### config.mk
export PLATFORM = sky130hd
export DESIGN_NAME = lpe_top
export DESIGN_NICKNAME = d
export VERILOG_FILES = /design/src/rtl/lpe_pkg.sv /design/src/rtl/lpe_top.sv /design/src/rtl/lpe_control_unit.sv /design/src/rtl/lpe_result_port.sv /design/src/rtl/lpe_mac.sv /design/src/rtl/lpe_operand_buffer.sv
export SDC_FILE = /design/constraint.sdc
export NUM_CORES = 1
export LEC_CHECK = 0
export ABC_CLOCK_PERIOD_IN_PS = 5600
export BUFFER_PORTS_ARGS = -buffer_cell sky130_fd_sc_hd__clkbuf_2
export CAP_MARGIN = 20
export CORE_MARGIN = 8
export CORE_UTILIZATION = 56
export DETAILED_ROUTE_END_ITERATION = 16
export GPL_ROUTABILITY_DRIVEN = 1
export PLACE_DENSITY_LB_ADDON = 0.25
export SLEW_MARGIN = 15
export SYNTH_ARGS = -nofsm -noshare
export SYNTH_HDL_FRONTEND = slang
export SYNTH_HIERARCHICAL = 1
export SYNTH_SLANG_ARGS = --single-unit
### constraint.sdc
create_clock -name clk -period 5.6 [get_ports clk]
set_clock_uncertainty 0.05 [all_clocks]
set_input_delay 1.12 -clock clk [delete_from_list [all_inputs] [get_ports clk]]
set_output_delay 1.12 -clock clk [all_outputs]
set_load 0.05 [all_outputs]
### src/rtl/lpe_pkg.sv
`default_nettype none

package lpe_pkg;

  // Operand width of both input streams
  localparam int OPERAND_WIDTH = 8;

  // Accumulator width, the sum wraps modulo 2**ACC_WIDTH
  localparam int ACC_WIDTH = 24;

  // One signed operand, left or up stream
  typedef logic [OPERAND_WIDTH-1:0] operand_t;

  // Signed running sum and finished result
  typedef logic [ACC_WIDTH-1:0] acc_t;

  // Control unit states
  typedef enum logic [1:0] {
    // Waiting for the first pair of a packet
    ST_START = 2'd0,
    // Accumulating middle pairs
    ST_MAC   = 2'd1,
    // Handing the result to the down port
    ST_END   = 2'd2,
    // Discarding the tail of a packet after an error
    ST_FLUSH = 2'd3
  } lpe_state_t;

endpackage

`default_nettype wire
### src/rtl/lpe_top.sv
`timescale 1ns/10ps
`default_nettype none

module lpe_top (
  input  wire                clk,
  input  wire                rst,

  // Left stream
  input  wire lpe_pkg::operand_t l_data,
  input  wire                l_last,
  input  wire                l_valid,
  output logic               l_ready,

  // Up stream
  input  wire lpe_pkg::operand_t u_data,
  input  wire                u_last,
  input  wire                u_valid,
  output logic               u_ready,

  // Down stream
  output lpe_pkg::acc_t      d_data,
  output logic               d_valid,
  input  wire                d_ready,

  output logic               err_unaligned
);

  lpe_pkg::operand_t l_buf_data;
  lpe_pkg::operand_t u_buf_data;
  lpe_pkg::acc_t     sum;

  logic l_full;
  logic l_buf_last;
  logic l_pop;
  logic l_drop;
  logic u_full;
  logic u_buf_last;
  logic u_pop;
  logic u_drop;
  logic mac_start;
  logic mac_step;
  logic mac_clear;
  logic push;
  logic res_full;

  lpe_operand_buffer i_left_buf (
    .clk      (clk),
    .rst      (rst),
    .in_data  (l_data),
    .in_last  (l_last),
    .in_valid (l_valid),
    .in_ready (l_ready),
    .pop      (l_pop),
    .drop     (l_drop),
    .full     (l_full),
    .data     (l_buf_data),
    .last     (l_buf_last)
  );

  lpe_operand_buffer i_up_buf (
    .clk      (clk),
    .rst      (rst),
    .in_data  (u_data),
    .in_last  (u_last),
    .in_valid (u_valid),
    .in_ready (u_ready),
    .pop      (u_pop),
    .drop     (u_drop),
    .full     (u_full),
    .data     (u_buf_data),
    .last     (u_buf_last)
  );

  lpe_mac i_mac (
    .clk       (clk),
    .rst       (rst),
    .a         (l_buf_data),
    .b         (u_buf_data),
    .mac_start (mac_start),
    .mac_step  (mac_step),
    .mac_clear (mac_clear),
    .sum       (sum)
  );

  lpe_result_port i_result_port (
    .clk     (clk),
    .rst     (rst),
    .sum     (sum),
    .push    (push),
    .full    (res_full),
    .d_data  (d_data),
    .d_valid (d_valid),
    .d_ready (d_ready)
  );

  lpe_control_unit i_control_unit (
    .clk           (clk),
    .rst           (rst),
    .l_full        (l_full),
    .l_last        (l_buf_last),
    .u_full        (u_full),
    .u_last        (u_buf_last),
    .res_full      (res_full),
    .l_pop         (l_pop),
    .u_pop         (u_pop),
    .l_drop        (l_drop),
    .u_drop        (u_drop),
    .mac_start     (mac_start),
    .mac_step      (mac_step),
    .mac_clear     (mac_clear),
    .push          (push),
    .err_unaligned (err_unaligned)
  );

endmodule

`default_nettype wire

### src/rtl/lpe_control_unit.sv
`timescale 1ns/10ps
`default_nettype none

module lpe_control_unit (
  input  wire  clk,
  input  wire  rst,

  // Buffer and result port status
  input  wire  l_full,
  input  wire  l_last,
  input  wire  u_full,
  input  wire  u_last,
  input  wire  res_full,

  // Buffer commands
  output logic l_pop,
  output logic u_pop,
  output logic l_drop,
  output logic u_drop,

  // Accumulator commands
  output logic mac_start,
  output logic mac_step,
  output logic mac_clear,

  output logic push,
  output logic err_unaligned
);

  lpe_pkg::lpe_state_t state;
  lpe_pkg::lpe_state_t state_next;

  logic first;
  logic first_next;
  // Last beat of the stream already dropped during a flush
  logic l_done;
  logic l_done_next;
  logic u_done;
  logic u_done_next;

  logic push_next;
  logic err_next;
  logic pair;

  assign pair = l_full && u_full;

  always_comb begin
    state_next  = state;
    first_next  = first;
    l_done_next = l_done;
    u_done_next = u_done;
    push_next   = 1'b0;
    err_next    = 1'b0;
    l_pop       = 1'b0;
    u_pop       = 1'b0;
    l_drop      = 1'b0;
    u_drop      = 1'b0;
    mac_start   = 1'b0;
    mac_step    = 1'b0;
    mac_clear   = 1'b0;

    case (state)
      lpe_pkg::ST_START, lpe_pkg::ST_MAC: begin
        if (pair) begin
          l_pop = 1'b1;
          u_pop = 1'b1;
          if (l_last != u_last) begin
            // Unaligned pair, drop the partial sum and flush the longer packet
            mac_clear   = 1'b1;
            err_next    = 1'b1;
            first_next  = 1'b1;
            l_done_next = l_last;
            u_done_next = u_last;
            state_next  = lpe_pkg::ST_FLUSH;
          end else begin
            mac_step   = 1'b1;
            mac_start  = first;
            first_next = l_last;
            if (l_last) begin
              state_next = lpe_pkg::ST_END;
            end else begin
              state_next = lpe_pkg::ST_MAC;
            end
          end
        end
      end

      lpe_pkg::ST_END: begin
        // Wait here while the previous result is still pending
        if (!res_full) begin
          push_next  = 1'b1;
          state_next = lpe_pkg::ST_START;
        end
      end

      lpe_pkg::ST_FLUSH: begin
        l_drop = l_full && !l_done;
        u_drop = u_full && !u_done;
        if (l_drop && l_last) begin
          l_done_next = 1'b1;
        end
        if (u_drop && u_last) begin
          u_done_next = 1'b1;
        end
        if (l_done_next && u_done_next) begin
          state_next = lpe_pkg::ST_START;
        end
      end

      default: begin
        first_next = 1'b1;
        state_next = lpe_pkg::ST_START;
      end
    endcase
  end

  always_ff @(posedge clk) begin
    if (rst) begin
      state         <= lpe_pkg::ST_START;
      first         <= 1'b1;
      l_done        <= 1'b0;
      u_done        <= 1'b0;
      push          <= 1'b0;
      err_unaligned <= 1'b0;
    end else begin
      state         <= state_next;
      first         <= first_next;
      l_done        <= l_done_next;
      u_done        <= u_done_next;
      push          <= push_next;
      err_unaligned <= err_next;
    end
  end

endmodule

`default_nettype wire

### src/rtl/lpe_result_port.sv
`timescale 1ns/10ps
`default_nettype none

module lpe_result_port (
  input  wire               clk,
  input  wire               rst,

  // Finished sum from the accumulator
  input  wire lpe_pkg::acc_t sum,
  input  wire               push,
  output logic              full,

  // Down stream
  output lpe_pkg::acc_t     d_data,
  output logic              d_valid,
  input  wire               d_ready
);

  logic occupied;
  logic load;

  assign load    = push && !occupied;
  assign full    = occupied;
  assign d_valid = occupied;

  always_ff @(posedge clk) begin
    if (rst) begin
      occupied <= 1'b0;
    end else if (load) begin
      occupied <= 1'b1;
    end else if (occupied && d_ready) begin
      // Entry released on the down handshake
      occupied <= 1'b0;
    end
  end

  // Held stable while d_valid is high
  always_ff @(posedge clk) begin
    if (load) begin
      d_data <= sum;
    end
  end

endmodule

`default_nettype wire

### src/rtl/lpe_mac.sv
`timescale 1ns/10ps
`default_nettype none

module lpe_mac (
  input  wire               clk,
  input  wire               rst,

  // Operand pair
  input  wire lpe_pkg::operand_t a,
  input  wire lpe_pkg::operand_t b,

  // Commands
  input  wire               mac_start,
  input  wire               mac_step,
  input  wire               mac_clear,

  output lpe_pkg::acc_t     sum
);

  logic signed [2*lpe_pkg::OPERAND_WIDTH-1:0] product;
  lpe_pkg::acc_t                              product_ext;

  assign product = $signed(a) * $signed(b);

  // Sign extend the product to the accumulator width
  assign product_ext = {
    {(lpe_pkg::ACC_WIDTH - 2*lpe_pkg::OPERAND_WIDTH){product[2*lpe_pkg::OPERAND_WIDTH-1]}},
    product
  };

  always_ff @(posedge clk) begin
    if (rst || mac_clear) begin
      sum <= '0;
    end else if (mac_step) begin
      if (mac_start) begin
        // First pair of a packet replaces the old sum
        sum <= product_ext;
      end else begin
        sum <= sum + product_ext;
      end
    end
  end

endmodule

`default_nettype wire

### src/rtl/lpe_operand_buffer.sv
`timescale 1ns/10ps
`default_nettype none

module lpe_operand_buffer (
  input  wire               clk,
  input  wire               rst,

  // Incoming stream
  input  wire lpe_pkg::operand_t in_data,
  input  wire               in_last,
  input  wire               in_valid,
  output logic              in_ready,

  // Commands from the control unit
  input  wire               pop,
  input  wire               drop,

  // Held beat
  output logic              full,
  output lpe_pkg::operand_t data,
  output logic              last
);

  logic accept;

  // Free slot, or the held beat leaves in this cycle
  assign in_ready = !full || pop || drop;
  assign accept   = in_valid && in_ready;

  always_ff @(posedge clk) begin
    if (rst) begin
      full <= 1'b0;
    end else if (accept) begin
      full <= 1'b1;
    end else if (pop || drop) begin
      full <= 1'b0;
    end
  end

  // Payload follows the accepted beat
  always_ff @(posedge clk) begin
    if (accept) begin
      data <= in_data;
      last <= in_last;
    end
  end

endmodule

`default_nettype wire

== Word-level counts from Yosys, hierarchy flattened ==
Cells that the tools add are included.

* Reductions and logical operators: 32
* Equality and inequality tests: 8
* Add/subtract/negate cells: 1
* Muxes and demuxes: 38
* Bitwise logic cells: 1
* Multipliers: 1

{| class="wikitable"
|+ Operators by type and width
! kind !! number
|-
| 1-bit 2-to-1 mux || 29
|-
| 24-bit adder || 1
|-
| 24-bit 2-to-1 mux || 1
|-
| 8-bit by 8-bit multiplier with 16-bit output || 1
|-
| 1-bit logical AND || 10
|-
| 2-bit 2-to-1 mux || 5
|-
| 2-bit nonzero test || 4
|-
| 1-bit logical OR || 7
|-
| 2-bit by 1-bit != test with 1-bit output, second input constant || 3
|-
| 2-bit one-hot mux with 3 select lines || 1
|-
| 3-bit AND reduction || 2
|-
| 1-bit zero test || 5
|-
| 2-bit equality test, second input constant || 2
|-
| 1-bit one-hot mux with 2 select lines || 2
|-
| 2-bit OR reduction || 2
|-
| 2-bit by 1-bit equality test with 1-bit output, second input constant || 1
|-
| 2-bit zero test || 1
|-
| 2-bit != test, second input constant || 1
|-
| 2-bit AND reduction || 1
|-
| 1-bit != test || 1
|-
| 1-bit NOT || 1
|}

* Logic and storage cells: 96
* Register bits: 76
* Bits of input ports: 23
* Output and inout bits: 28

== Longest topological paths before layout ==
Gate-level depths: netlist of run 1.

* Depth after elaboration: 8
* Depth in mapped cells: 26
* Mapped depth without buffers: 26

== Cells and area by module ==
Netlist of run 1, hierarchy kept.

{| class="wikitable"
|+ Modules (own cells, without submodules)
! module !! times used !! area an instance (um2) !! sequential area each (um2) !! cells each
|-
| lpe_mac || 1 || 4678.2 || 480.5 || 554
|-
| lpe_result_port || 1 || 768.2 || 740.7 || 29
|-
| lpe_operand_buffer || 2 || 314.1 || 290.3 || 14
|-
| lpe_control_unit || 1 || 381.6 || 140.1 || 43
|}

== Worst setup path after synthesis of run 1 ==
Ideal clock, no wire load.

* Path kind: reg-to-reg
* From: register i_up_buf.data[4]
* To: register i_mac.sum[21]
* Buffers on the path: 0
* Stages on the path, launching flop included: 26
* Arrival time: 5.678 ns
* Library setup time: 0.119 ns
* Data required time: 5.431 ns
* Setup slack: -0.247 ns
* Period minus slack after synthesis: 5.847 ns
* Cells stage by stage: edfxtp_1 -> and2_1 -> fa_1 -> inv_1 -> fa_1 -> inv_1 -> fa_1 -> inv_1 -> fa_1 -> inv_1 -> ha_1 -> a21oi_1 -> o21bai_1 -> a21oi_1 -> o21ai_0 -> xor2_1 -> ha_1 -> and2_1 -> and4_1 -> o211ai_1 -> o211ai_2 -> a211oi_2 -> o21ai_1 -> xnor2_1 -> nor2_1 -> o221a_1

* Cells in the longest elaborated chain, start to end: 3

{| class="wikitable"
|+ Ends and longest elaborated chain
! what !! RTL line !! source
|-
| from (decl) || lpe_operand_buffer.sv:20 || <nowiki>output lpe_pkg::operand_t data,</nowiki>
|-
| from (signal assigned) || lpe_operand_buffer.sv:43 || <nowiki>data <= in_data;</nowiki>
|-
| 8-bit by 8-bit multiplier with 16-bit output * || lpe_mac.sv:23 || <nowiki>assign product = $signed(a) * $signed(b);</nowiki>
|-
| 24-bit adder || lpe_mac.sv:39 || <nowiki>sum <= sum + product_ext;</nowiki>
|-
| 24-bit 2-to-1 mux * || lpe_mac.sv:35 || <nowiki>if (mac_start) begin</nowiki>
|-
| to (signal assigned) || lpe_mac.sv:37 || <nowiki>sum <= product_ext;</nowiki>
|-
| to (signal assigned) || lpe_mac.sv:39 ||
|-
| to (decl) || lpe_mac.sv:17 || <nowiki>output lpe_pkg::acc_t sum</nowiki>
|}

Mark *: on every way between the ends. The rest lies on a longest branch, timed or not.
A chain may end at the register's enable or synchronous reset.

== Worst setup path after layout of run 1 ==
* From: register i_left_buf.data[6]
* To: register i_mac.sum[17]

* Cells in the longest elaborated chain, start to end: 3

{| class="wikitable"
|+ Ends and longest elaborated chain
! what !! RTL line
|-
| from (decl) || lpe_operand_buffer.sv:20
|-
| from (signal assigned) || lpe_operand_buffer.sv:43
|-
| 8-bit by 8-bit multiplier with 16-bit output * || lpe_mac.sv:23
|-
| 24-bit adder || lpe_mac.sv:39
|-
| 24-bit 2-to-1 mux * || lpe_mac.sv:35
|}

Marked as above.

==> results.yml, run 1 <==
outcome:
  status: "finished, violations left"
  failed_checks: "negative setup slack"
floorplanning:
  core_sq_um: 11300
  start_util_pct: 57.0
  num_rows: 39
  io_pins: 51
  chipWidth_um: 123
  die_y_um: 123
  die_area_sq_um: 15200
logic_synthesis:
  synth_cell_types: 60
  syn_nets: 790
  seq_area_frac_synth_pct: 30.1
  synth_ff_type: "edfxtp_1"
  yosysWarnings: 6
  yosysTopAreaCell: "edfxtp_1"
  synth_edf_count: 42
  netlist_area_sq_um: 6460
  syn_avg_cell_area_sq_um: 9.87
  ys_ff_latch: 76
  synth_cells: 654
  synthArstFlopShare_pct: 0
  synthTopCellsByArea: "edfxtp_1 20%, fa_1 17%, ha_1 11%, dfxtp_1 11%, inv_1 5.6%"
  synth_top_area_share_pct: 19.5
sta:
  hold_viol_final: 0
  setup_slack_ps: -391
  fmax_mhz: 167
  drv_slew: 0
  finalCritPeriodShare_pct: 107
  tightest_slew_ps: 618
  relSlewSlack_pct: 58.8
  rsz0062_at_grt: "yes"
  hold_slack_ps: 404
  setup_violations: 8
  period_needed_ps: 5990
final_layout:
  multi_input_area_sq_um: 4420
  layout.area.seq_sq_um: 1940
  nFillCells: 773
  num_antenna_cells: 0
  post_route_cells_drive_above_1_share_pct: 30.6
  area_growth_pct: 28.0
  fin_area_sq_um: 8260
  nNetsFinal: 938
worst_setup_path:
  start_kind: "flop"
  end_kind: "flop"
  cp.buffers_inverters: 6
  cp_slowest_stage_delay_ps: 520
  cp.required_ps: 5780
  crit_slowest_cell: "fa_1"
  cpMostUsedCell: "fa_1"
  cp_top_family: "adder cells"
  cp_max_fo: 7
  worst-setup-path-type: "flop to flop"
  arrival_ps: 6170
clock_network:
  insertion_delay_ps: 340
  cts_tree: "done"
  clk_pin_slew_ps: 60
  numCtsBuffers: 9
  clock_path_buffers: 2
  htree_levels: 3
  clk_root_buffer_cell: "clkbuf_16"
  cts.hold.buffers_added: 0
  cts_sinks: 76
global_route:
  grtUsageTotal_pct: 22.1
  busiest_layer: "met2"
  grt_max_degree: 42
  grt_util_met3_pct: 5.11
  antenna_found_initial: 0
  grt_pass1_vias: 5693
  grtUsageMet2_pct: 38.7
  use_met1_pct: 25.5
  grt_pass1_wl_um: 26500
  gr-total-overflow: 0
placed_design:
  dp_slack_ps: -524
  io_buffer_count: 50
  dpl-instance-area_sq_um: 7500
  dp_hpwl_um: 11000
  place_congestion: 0.902
drt:
  dr.pass1.iters: 4
  ant_nets: 0
  viasPerCell: 5.41
  drc: 0
  wl_per_cell_um: 16.0
  via_count: 5144
  wirelength_um: 15200
  drtIter0Drc: 290
job:
  cap_violations: 0
min_path:
  hold_class: "flop to flop"
-- synth_stat cells, types with 3 or more instances --
master     n
a21oi_2    6
o21ai_1    8
o221a_1    4
nor3b_1    4
a41oi_1    3
buf_2      3
nor2b_1   10
o21a_1     4
a21o_1    13
clkbuf_1   8
xnor2_1   22
o21bai_1   4
a21oi_1   45
nor3_1     5
edfxtp_1  42
o21ai_0   19
nand3_1   11
a211oi_1   7
dfxtp_1   34
xor2_1    12
mux2i_1    6
ha_1      57
a31oi_1    6
nand2_1   36
nand4_1    3
and2_1    47
o211ai_1   6
nor4b_1    3
o31ai_1    4
nor2_1    33
inv_1     97
fa_1      56
-- cell type report --
cell class | count | share of cell area [%]
Clock buffer | 13 | 3.29
Inverter | 97 | 4.41
Tap cell | 143 | 2.17
Sequential cell | 76 | 23.5
Clock inverter | 3 | 0.515
Multi-Input combinational cell | 464 | 53.5
Timing Repair Buffer | 154 | 12.7
-- cell families (layout without fill, tap and decap cells) --
kind of cell	count (synthesis)	after routing	synth area share [%]
muxes	7	7	1.10
xor gates and xnor gates	35	35	4.86
DFF	76	76	30.1
and+or+nand+nor	169	169	14.2
adders and majority gates	113	113	28.4
buffers and inverters	114	267	7.03
AOI/OAI and AO/OA	140	140	14.3
-- registers in the layout, indices dropped and copies added, names as in the netlist, 2 cells and up --
| signal | flops |
|---|---|
| i_result_port/d_data | 24 |
| i_left_buf/data | 8 |
| i_up_buf/data | 8 |
| i_mac/sum | 24 |
| i_control_unit/state | 2 |
-- worst reg2reg max path, delay by kind of cell (launching register included) --
| kind | cells | cell delay [ps] |
|---|---|---|
| DFF | 1 | 420 |
| buffers and inverters | 6 | 570 |
| xor gates and xnor gates | 2 | 490 |
| adders and majority gates | 6 | 2630 |
| AOI/OAI and AO/OA | 10 | 1350 |
| and+or+nand+nor | 3 | 400 |
-- layer usage --
layer | vias up | wire [um]
met2 | 125 | 7840
met4 | 0 | 454
li1 | 2504 | -
met1 | 2481 | 6130
met5 | - | 0
met3 | 34 | 737
-- through the flow --
stage	util (%)	std cells	TNS, ps
floorplan	-	654	-153
global placement	66.3	905	-2150
detailed placement	66.3	905	-3280
CTS	72.2	947	-1630
global route	73.0	950	-5530
finish	73.0	950	-2590
-- timing repair --
action                                 CTS  global route
cloned                                   0             0
gates resized for setup                 33            12
setup endpoints to repair               10            13
endpoints found under the hold margin    0             0
pin swaps                               33            12
buffers inserted                        26             4
-- placed cells by master (no fill, tap or decap), types with 6 or more instances in the layout --
cell and instances:
buf_4 100, inv_1 95, fa_1 54, clkbuf_2 50, ha_1 46, edfxtp_1 42, a21oi_1 39, and2_1 35
nand2_1 34, dfxtp_1 34, nor2_1 32, xnor2_1 19, o21ai_0 15, a21o_1 13, and2_4 13, xor2_1 12
a21oi_2 11, clkbuf_16 10, nand3_1 10, ha_4 9, o21ai_1 7, o211ai_1 6, mux2i_1 6, a211oi_1 6
-- worst paths after layout --
check,startpoint,endpoint,slack [ps],cells past startpoint
min reg2reg,i_control_unit/first,i_control_unit/first,400,1
max reg2reg,i_left_buf/data[6],i_mac/sum[17],-390,27
min,i_control_unit/first,i_control_unit/first,400,1
max,i_left_buf/data[6],i_mac/sum[17],-390,27
Power of run 1 is left out: the tool's default activity adds up to more than one toggle a clock period on the data nets, which glitch-free logic cannot reach.
==> run 2: changes to the inputs <==
--- a/config.mk
+++ b/config.mk
@@ -5,6 +5,7 @@
 export SDC_FILE = /design/constraint.sdc
 export NUM_CORES = 1
 export LEC_CHECK = 0
+export ABC_AREA = 1
 export ABC_CLOCK_PERIOD_IN_PS = 5600
 export BUFFER_PORTS_ARGS = -buffer_cell sky130_fd_sc_hd__clkbuf_2
 export CAP_MARGIN = 20
@@ -12,6 +13,7 @@
 export CORE_UTILIZATION = 56
 export DETAILED_ROUTE_END_ITERATION = 16
 export GPL_ROUTABILITY_DRIVEN = 1
+export GPL_TIMING_DRIVEN = 0
 export PLACE_DENSITY_LB_ADDON = 0.25
 export SLEW_MARGIN = 15
 export SYNTH_ARGS = -nofsm -noshare
==> results.yml, run 2 <==
sta:
  drv_slew: 0
  fmax_mhz: 180
  period_needed_ps: 5570
  tightest_slew_ps: 981
  setup_violations: 0
  hold_viol_final: 0
  rsz0062_at_grt: "yes"
  relSlewSlack_pct: 34.5
  hold_slack_ps: 413
  finalCritPeriodShare_pct: 99.4
worst_setup_path:
  end_kind: "flop"
  cpMostUsedCell: "nand2_1"
  worst-setup-path-type: "flop to flop"
  start_kind: "flop"
  cp_max_fo: 6
  arrival_ps: 5770
  cp.required_ps: 5800
  crit_slowest_cell: "edfxtp_1"
  reg2reg_slack_ps: 30
  cp_slowest_stage_delay_ps: 540
clock_network:
  insertion_delay_ps: 360
  numCtsBuffers: 9
  clk_root_buffer_cell: "clkbuf_16"
  clk_pin_slew_ps: 70
  clock_path_buffers: 2
  cts_sinks: 76
  cts_tree: "done"
  cts.hold.buffers_added: 0
  htree_levels: 3
final_layout:
  area_growth_pct: 24.4
  post_route_cells_drive_above_1_share_pct: 25.7
  fin_area_sq_um: 8940
  top_regs: "i_mac/sum (24), i_result_port/d_data (24)"
  num_antenna_cells: 0
  fin_cells: 1243
  final_common_cell: "nand2_1"
  final_cell_mix: "214 x nand2_1, 206 x inv_1, 61 x nor2_1, 50 x fa_1, 50 x clkbuf_2"
  nFillCells: 939
  nNetsFinal: 1202
drt:
  drtIter0Drc: 575
  wirelength_um: 19000
  ant_nets: 0
  wl_per_cell_um: 15.3
  viasPerCell: 5.32
  drc: 0
  via_count: 6610
  dr.pass1.iters: 5
logic_synthesis:
  netlist_area_sq_um: 7190
  yosysWarnings: 6
  yosysTopAreaCell: "edfxtp_1"
  syn_avg_cell_area_sq_um: 7.40
  synthTopCellsByArea: "edfxtp_1 18%, fa_1 16%, nand2_1 13%, inv_1 11%, ha_1 9.9%"
  synth_most_common_cell: "nand2_1"
  synth_cells: 971
  synth_cell_types: 38
  syn_nets: 1107
  synthArstFlopShare_pct: 0
  synth_top_area_share_pct: 17.5
  seq_area_frac_synth_pct: 27.0
  ys_top_cells_by_count: "252 x nand2_1, 218 x inv_1, 73 x nor2_1"
  synth_edf_count: 42
  synth_ff_type: "edfxtp_1"
  ys_ff_latch: 76
placed_design:
  place_congestion: 0.950
  dp_hpwl_um: 12600
  dpl-instance-area_sq_um: 7650
  io_buffer_count: 50
  place_inst: 1193
global_route:
  gr-total-overflow: 0
  grt_max_degree: 25
  grt_pass1_vias: 6044
  grtUsageTotal_pct: 20.9
  grt_pass1_wl_um: 27900
  antenna_found_initial: 0
min_path:
  hold_class: "flop to flop"
floorplanning:
  die_y_um: 129
  start_util_pct: 57.2
  die_area_sq_um: 16700
  io_pins: 51
  chipWidth_um: 129
  core_sq_um: 12600
  num_rows: 41
outcome:
  status: "finished, final reports clean"
job:
  cap_violations: 0
## run 2: changes by cell type in the layout (fill, tap and decap cells not counted), moves of 12 or more
cell	change
ha_1	-15
nor2_1	+29
nand2_1	+180
nand3_2	+13
and2_1	-34
o21ai_0	+14
inv_2	+14
ha_4	+15
nand3_1	+26
xnor2_1	-13
nand2_2	+37
inv_1	+111
buf_4	-53
and2_4	-12
## run 2: worst paths after layout
| path | endpoint | depth (start not counted) | start |
|---|---|---|---|
| worst max-delay path | i_mac/sum[19] | 35 | i_left_buf/data[4] |
| worst min-delay path | i_result_port/d_valid | 2 | i_control_unit/push |
| worst max register to register | i_mac/sum[19] | 35 | i_left_buf/data[4] |
| worst min register to register | i_result_port/d_valid | 2 | i_control_unit/push |
## run 2: area by class of cell
type / count / area [sq um] / share of cell area [%]
plain buffers: 10 / 48.8 / 0.546
clock buffers: 9 / 225 / 2.52
clock inverters: 7 / 81.3 / 0.910
inverters: 228 / 873 / 9.77
multi-input cells: 642 / 4920 / 55.1
flip-flops and latches: 76 / 1940 / 21.7
well taps: 172 / 215 / 2.41
repair buffers: 98 / 626 / 7.00
repair inverters: 1 / 6.26 / 0.0700
## run 2: worst max-delay path: cells and delay by family (launching register included)
| family | cells | cell delay, ps |
|---|---|---|
| DFF | 1 | 540 |
| and+or+nand+nor | 20 | 1710 |
| adders and majority gates | 6 | 2640 |
| AOI/OAI and AO/OA | 1 | 110 |
| buffers and inverters | 8 | 420 |
## run 2: timing repair
item	in CTS	in global routing
pin swaps	3	71
setup buffers	14	34
gates cloned	0	1
gates resized for setup	12	144
endpoints found under the setup margin	13	14
## run 2: kinds of logic (layout without fill, tap and decap cells)
group,Yosys count,in the layout,share of synthesized area [%]
AOI/OAI and AO/OA,104,104,8.06
xor gates and xnor gates,14,14,1.81
adders and majority gates,113,113,25.5
buffers and inverters,253,353,13.4
DFF,76,76,27.0
and+or+nand+nor,411,411,24.1
## run 2: per-stage QoR
stage          TNS (ps)  setup WS, ps  util, %
2_1_floorplan         0           182        -
6_report              0          32.2     71.1
5_1_grt           -1670          -234     71.1
4_1_cts               0         0.243     64.1
3_3_place_gp      -2080          -292     60.9
3_5_place_dp      -2870          -339     60.9
## run 2: routing by layer
metal | share of wire, % | vias to the layer above | global-route usage, %
li1 | - | 3162 | -
met3 | 7.4 | 50 | 5.30
met1 | 41 | 3128 | 26.8
met2 | 49 | 270 | 33.9
met5 | 0 | - | 0
met4 | 2.2 | 0 | 6.84
Power of run 2 is left out for the same reason.
==> run 3: changes to the inputs <==
--- a/config.mk
+++ b/config.mk
@@ -5,7 +5,6 @@
 export SDC_FILE = /design/constraint.sdc
 export NUM_CORES = 1
 export LEC_CHECK = 0
-export ABC_AREA = 1
 export ABC_CLOCK_PERIOD_IN_PS = 5600
 export BUFFER_PORTS_ARGS = -buffer_cell sky130_fd_sc_hd__clkbuf_2
 export CAP_MARGIN = 20
==> results.yml, run 3 (synthesized netlist as in run 1, its figures left out) <==
outcome:
  status: "finished, violations left"
  failed_checks: "negative setup slack"
worst_setup_path:
  startpoint: "i_up_buf/data[7]"
  worst-setup-path-type: "flop to flop"
  arrival_ps: 6220
  start_kind: "flop"
  crit_path_end: "i_mac/sum[17]"
  reg2reg_slack_ps: -440
  rr_worst_depth: 26
  cp.required_ps: 5780
  r2r_end: "i_mac/sum[17]"
  r2r_start: "i_up_buf/data[7]"
  end_kind: "flop"
  cp_max_fo: 8
global_route:
  grtUsageTotal_pct: 21.4
  grt_pass1_vias: 5412
  grt_pass1_wl_um: 25600
  gr-total-overflow: 0
  grt_max_degree: 25
  antenna_found_initial: 0
floorplanning:
  chipWidth_um: 123
  die_area_sq_um: 15200
  core_sq_um: 11300
  io_pins: 51
  start_util_pct: 57.0
  die_y_um: 123
  num_rows: 39
final_layout:
  num_antenna_cells: 0
  area_growth_pct: 22.8
  post_route_cells_drive_above_1_share_pct: 26.4
  nNetsFinal: 893
  top_regs: "i_mac/sum (24), i_result_port/d_data (24)"
  final_common_cell: "inv_1"
  final_cell_mix: "95 x inv_1, 53 x fa_1, 50 x clkbuf_2, 45 x ha_1, 43 x buf_4"
  nFillCells: 832
drt:
  viasPerCell: 5.69
  via_count: 5149
  drc: 0
  wirelength_um: 15400
  ant_nets: 0
  drtIter0Drc: 435
  dr.pass1.iters: 5
  wl_per_cell_um: 17.1
sta:
  setup_slack_ps: -436
  setup_violations: 11
  relSlewSlack_pct: 51.1
  drv_slew: 0
  fmax_mhz: 166
  hold_viol_final: 0
  finalCritPeriodShare_pct: 108
  fin_tns_setup_ps: -3070
  rsz0062_at_grt: "yes"
  tightest_slew_ps: 734
  period_needed_ps: 6040
job:
  cap_violations: 0
clock_network:
  insertion_delay_ps: 340
  cts_sinks: 76
  numCtsBuffers: 9
  clock_path_buffers: 2
  cts_tree: "done"
  clk_pin_slew_ps: 60
  cts.hold.buffers_added: 0
  htree_levels: 3
  clk_root_buffer_cell: "clkbuf_16"
placed_design:
  io_buffer_count: 50
  place_congestion: 0.900
  dp_slack_ps: -653
  dp_hpwl_um: 10800
min_path:
  hold_class: "flop to flop"
## run 3: cell types whose count changed in the layout (fill, tap and decap cells not counted), sizes merged, moves of 10 or more
cell / previous run / this run
xnor2: 6 / 23
nand2: 263 / 36
a21o: 2 / 13
and2: 2 / 48
nand3: 50 / 11
inv: 229 / 98
nor2: 75 / 33
nor2b: 0 / 10
## run 3: critical path, stage by stage, from the launching register on
cell	delay [ps]
edfxtp_1	530
buf_6	180
fa_1	520
inv_1	50
fa_1	490
inv_2	40
fa_1	520
inv_1	50
fa_1	490
inv_2	50
ha_4	230
a21oi_4	160
o21bai_1	110
a21oi_2	180
o21ai_2	90
a31oi_1	210
xnor2_1	200
ha_1	360
and4_4	190
o211ai_1	110
o211ai_2	150
buf_4	180
a21o_1	160
a21oi_2	180
xor2_1	180
nor2_1	60
o221a_1	200
## run 3: per-layer routing
layer | GRT usage, % | wire [um] | vias up
li1 | - | - | 2427
met1 | 26.4 | 6540 | 2545
met2 | 35.7 | 7820 | 147
met3 | 4.06 | 683 | 30
met4 | 9.56 | 390 | 0
met5 | 0 | 0 | -
## run 3: timing repair
action / 4_1_cts / 5_1_grt
gates resized for setup: 35 / 23
endpoints found under the hold margin: 0 / 0
pin swaps: 41 / 31
setup endpoints to repair: 11 / 12
setup buffers: 35 / 10
## run 3: through the flow
step / hold WS [ps] / util (%) / instances / area (sq um)
floorplan: 377 / - / 654 / 6600
global placement: 390 / 62.1 / 847 / 7030
detailed placement: 397 / 62.1 / 847 / 7030
CTS: 412 / 68.4 / 895 / 7740
global route: 430 / 70.0 / 905 / 7930
finish: 412 / 70.0 / 905 / 7930
## run 3: final cells by class
cell class | instances | area (sq um) | share of cell area (%)
multi-input combinational | 464 | 4470 | 56.4
clock buffer | 10 | 229 | 2.89
clock inverter | 6 | 63.8 | 0.805
tap | 143 | 179 | 2.26
inverter | 97 | 364 | 4.59
buffer | 14 | 76.3 | 0.963
sequential | 76 | 1940 | 24.5
timing repair buffer | 95 | 603 | 7.61
## run 3: worst min path at each step
stage | start | endpoint | slack [ps] | cells after the start
after floorplan | i_control_unit/first | i_control_unit/first | 380 | 1
after global placement | i_control_unit/first | i_control_unit/first | 390 | 1
after detailed placement | i_mac/sum[5] | i_result_port/d_data[5] | 400 | 0
after CTS | i_mac/sum[5] | i_result_port/d_data[5] | 410 | 0
after global routing | i_control_unit/first | i_control_unit/first | 430 | 1
final | i_control_unit/first | i_control_unit/first | 410 | 1
Power of run 3 is left out for the same reason.
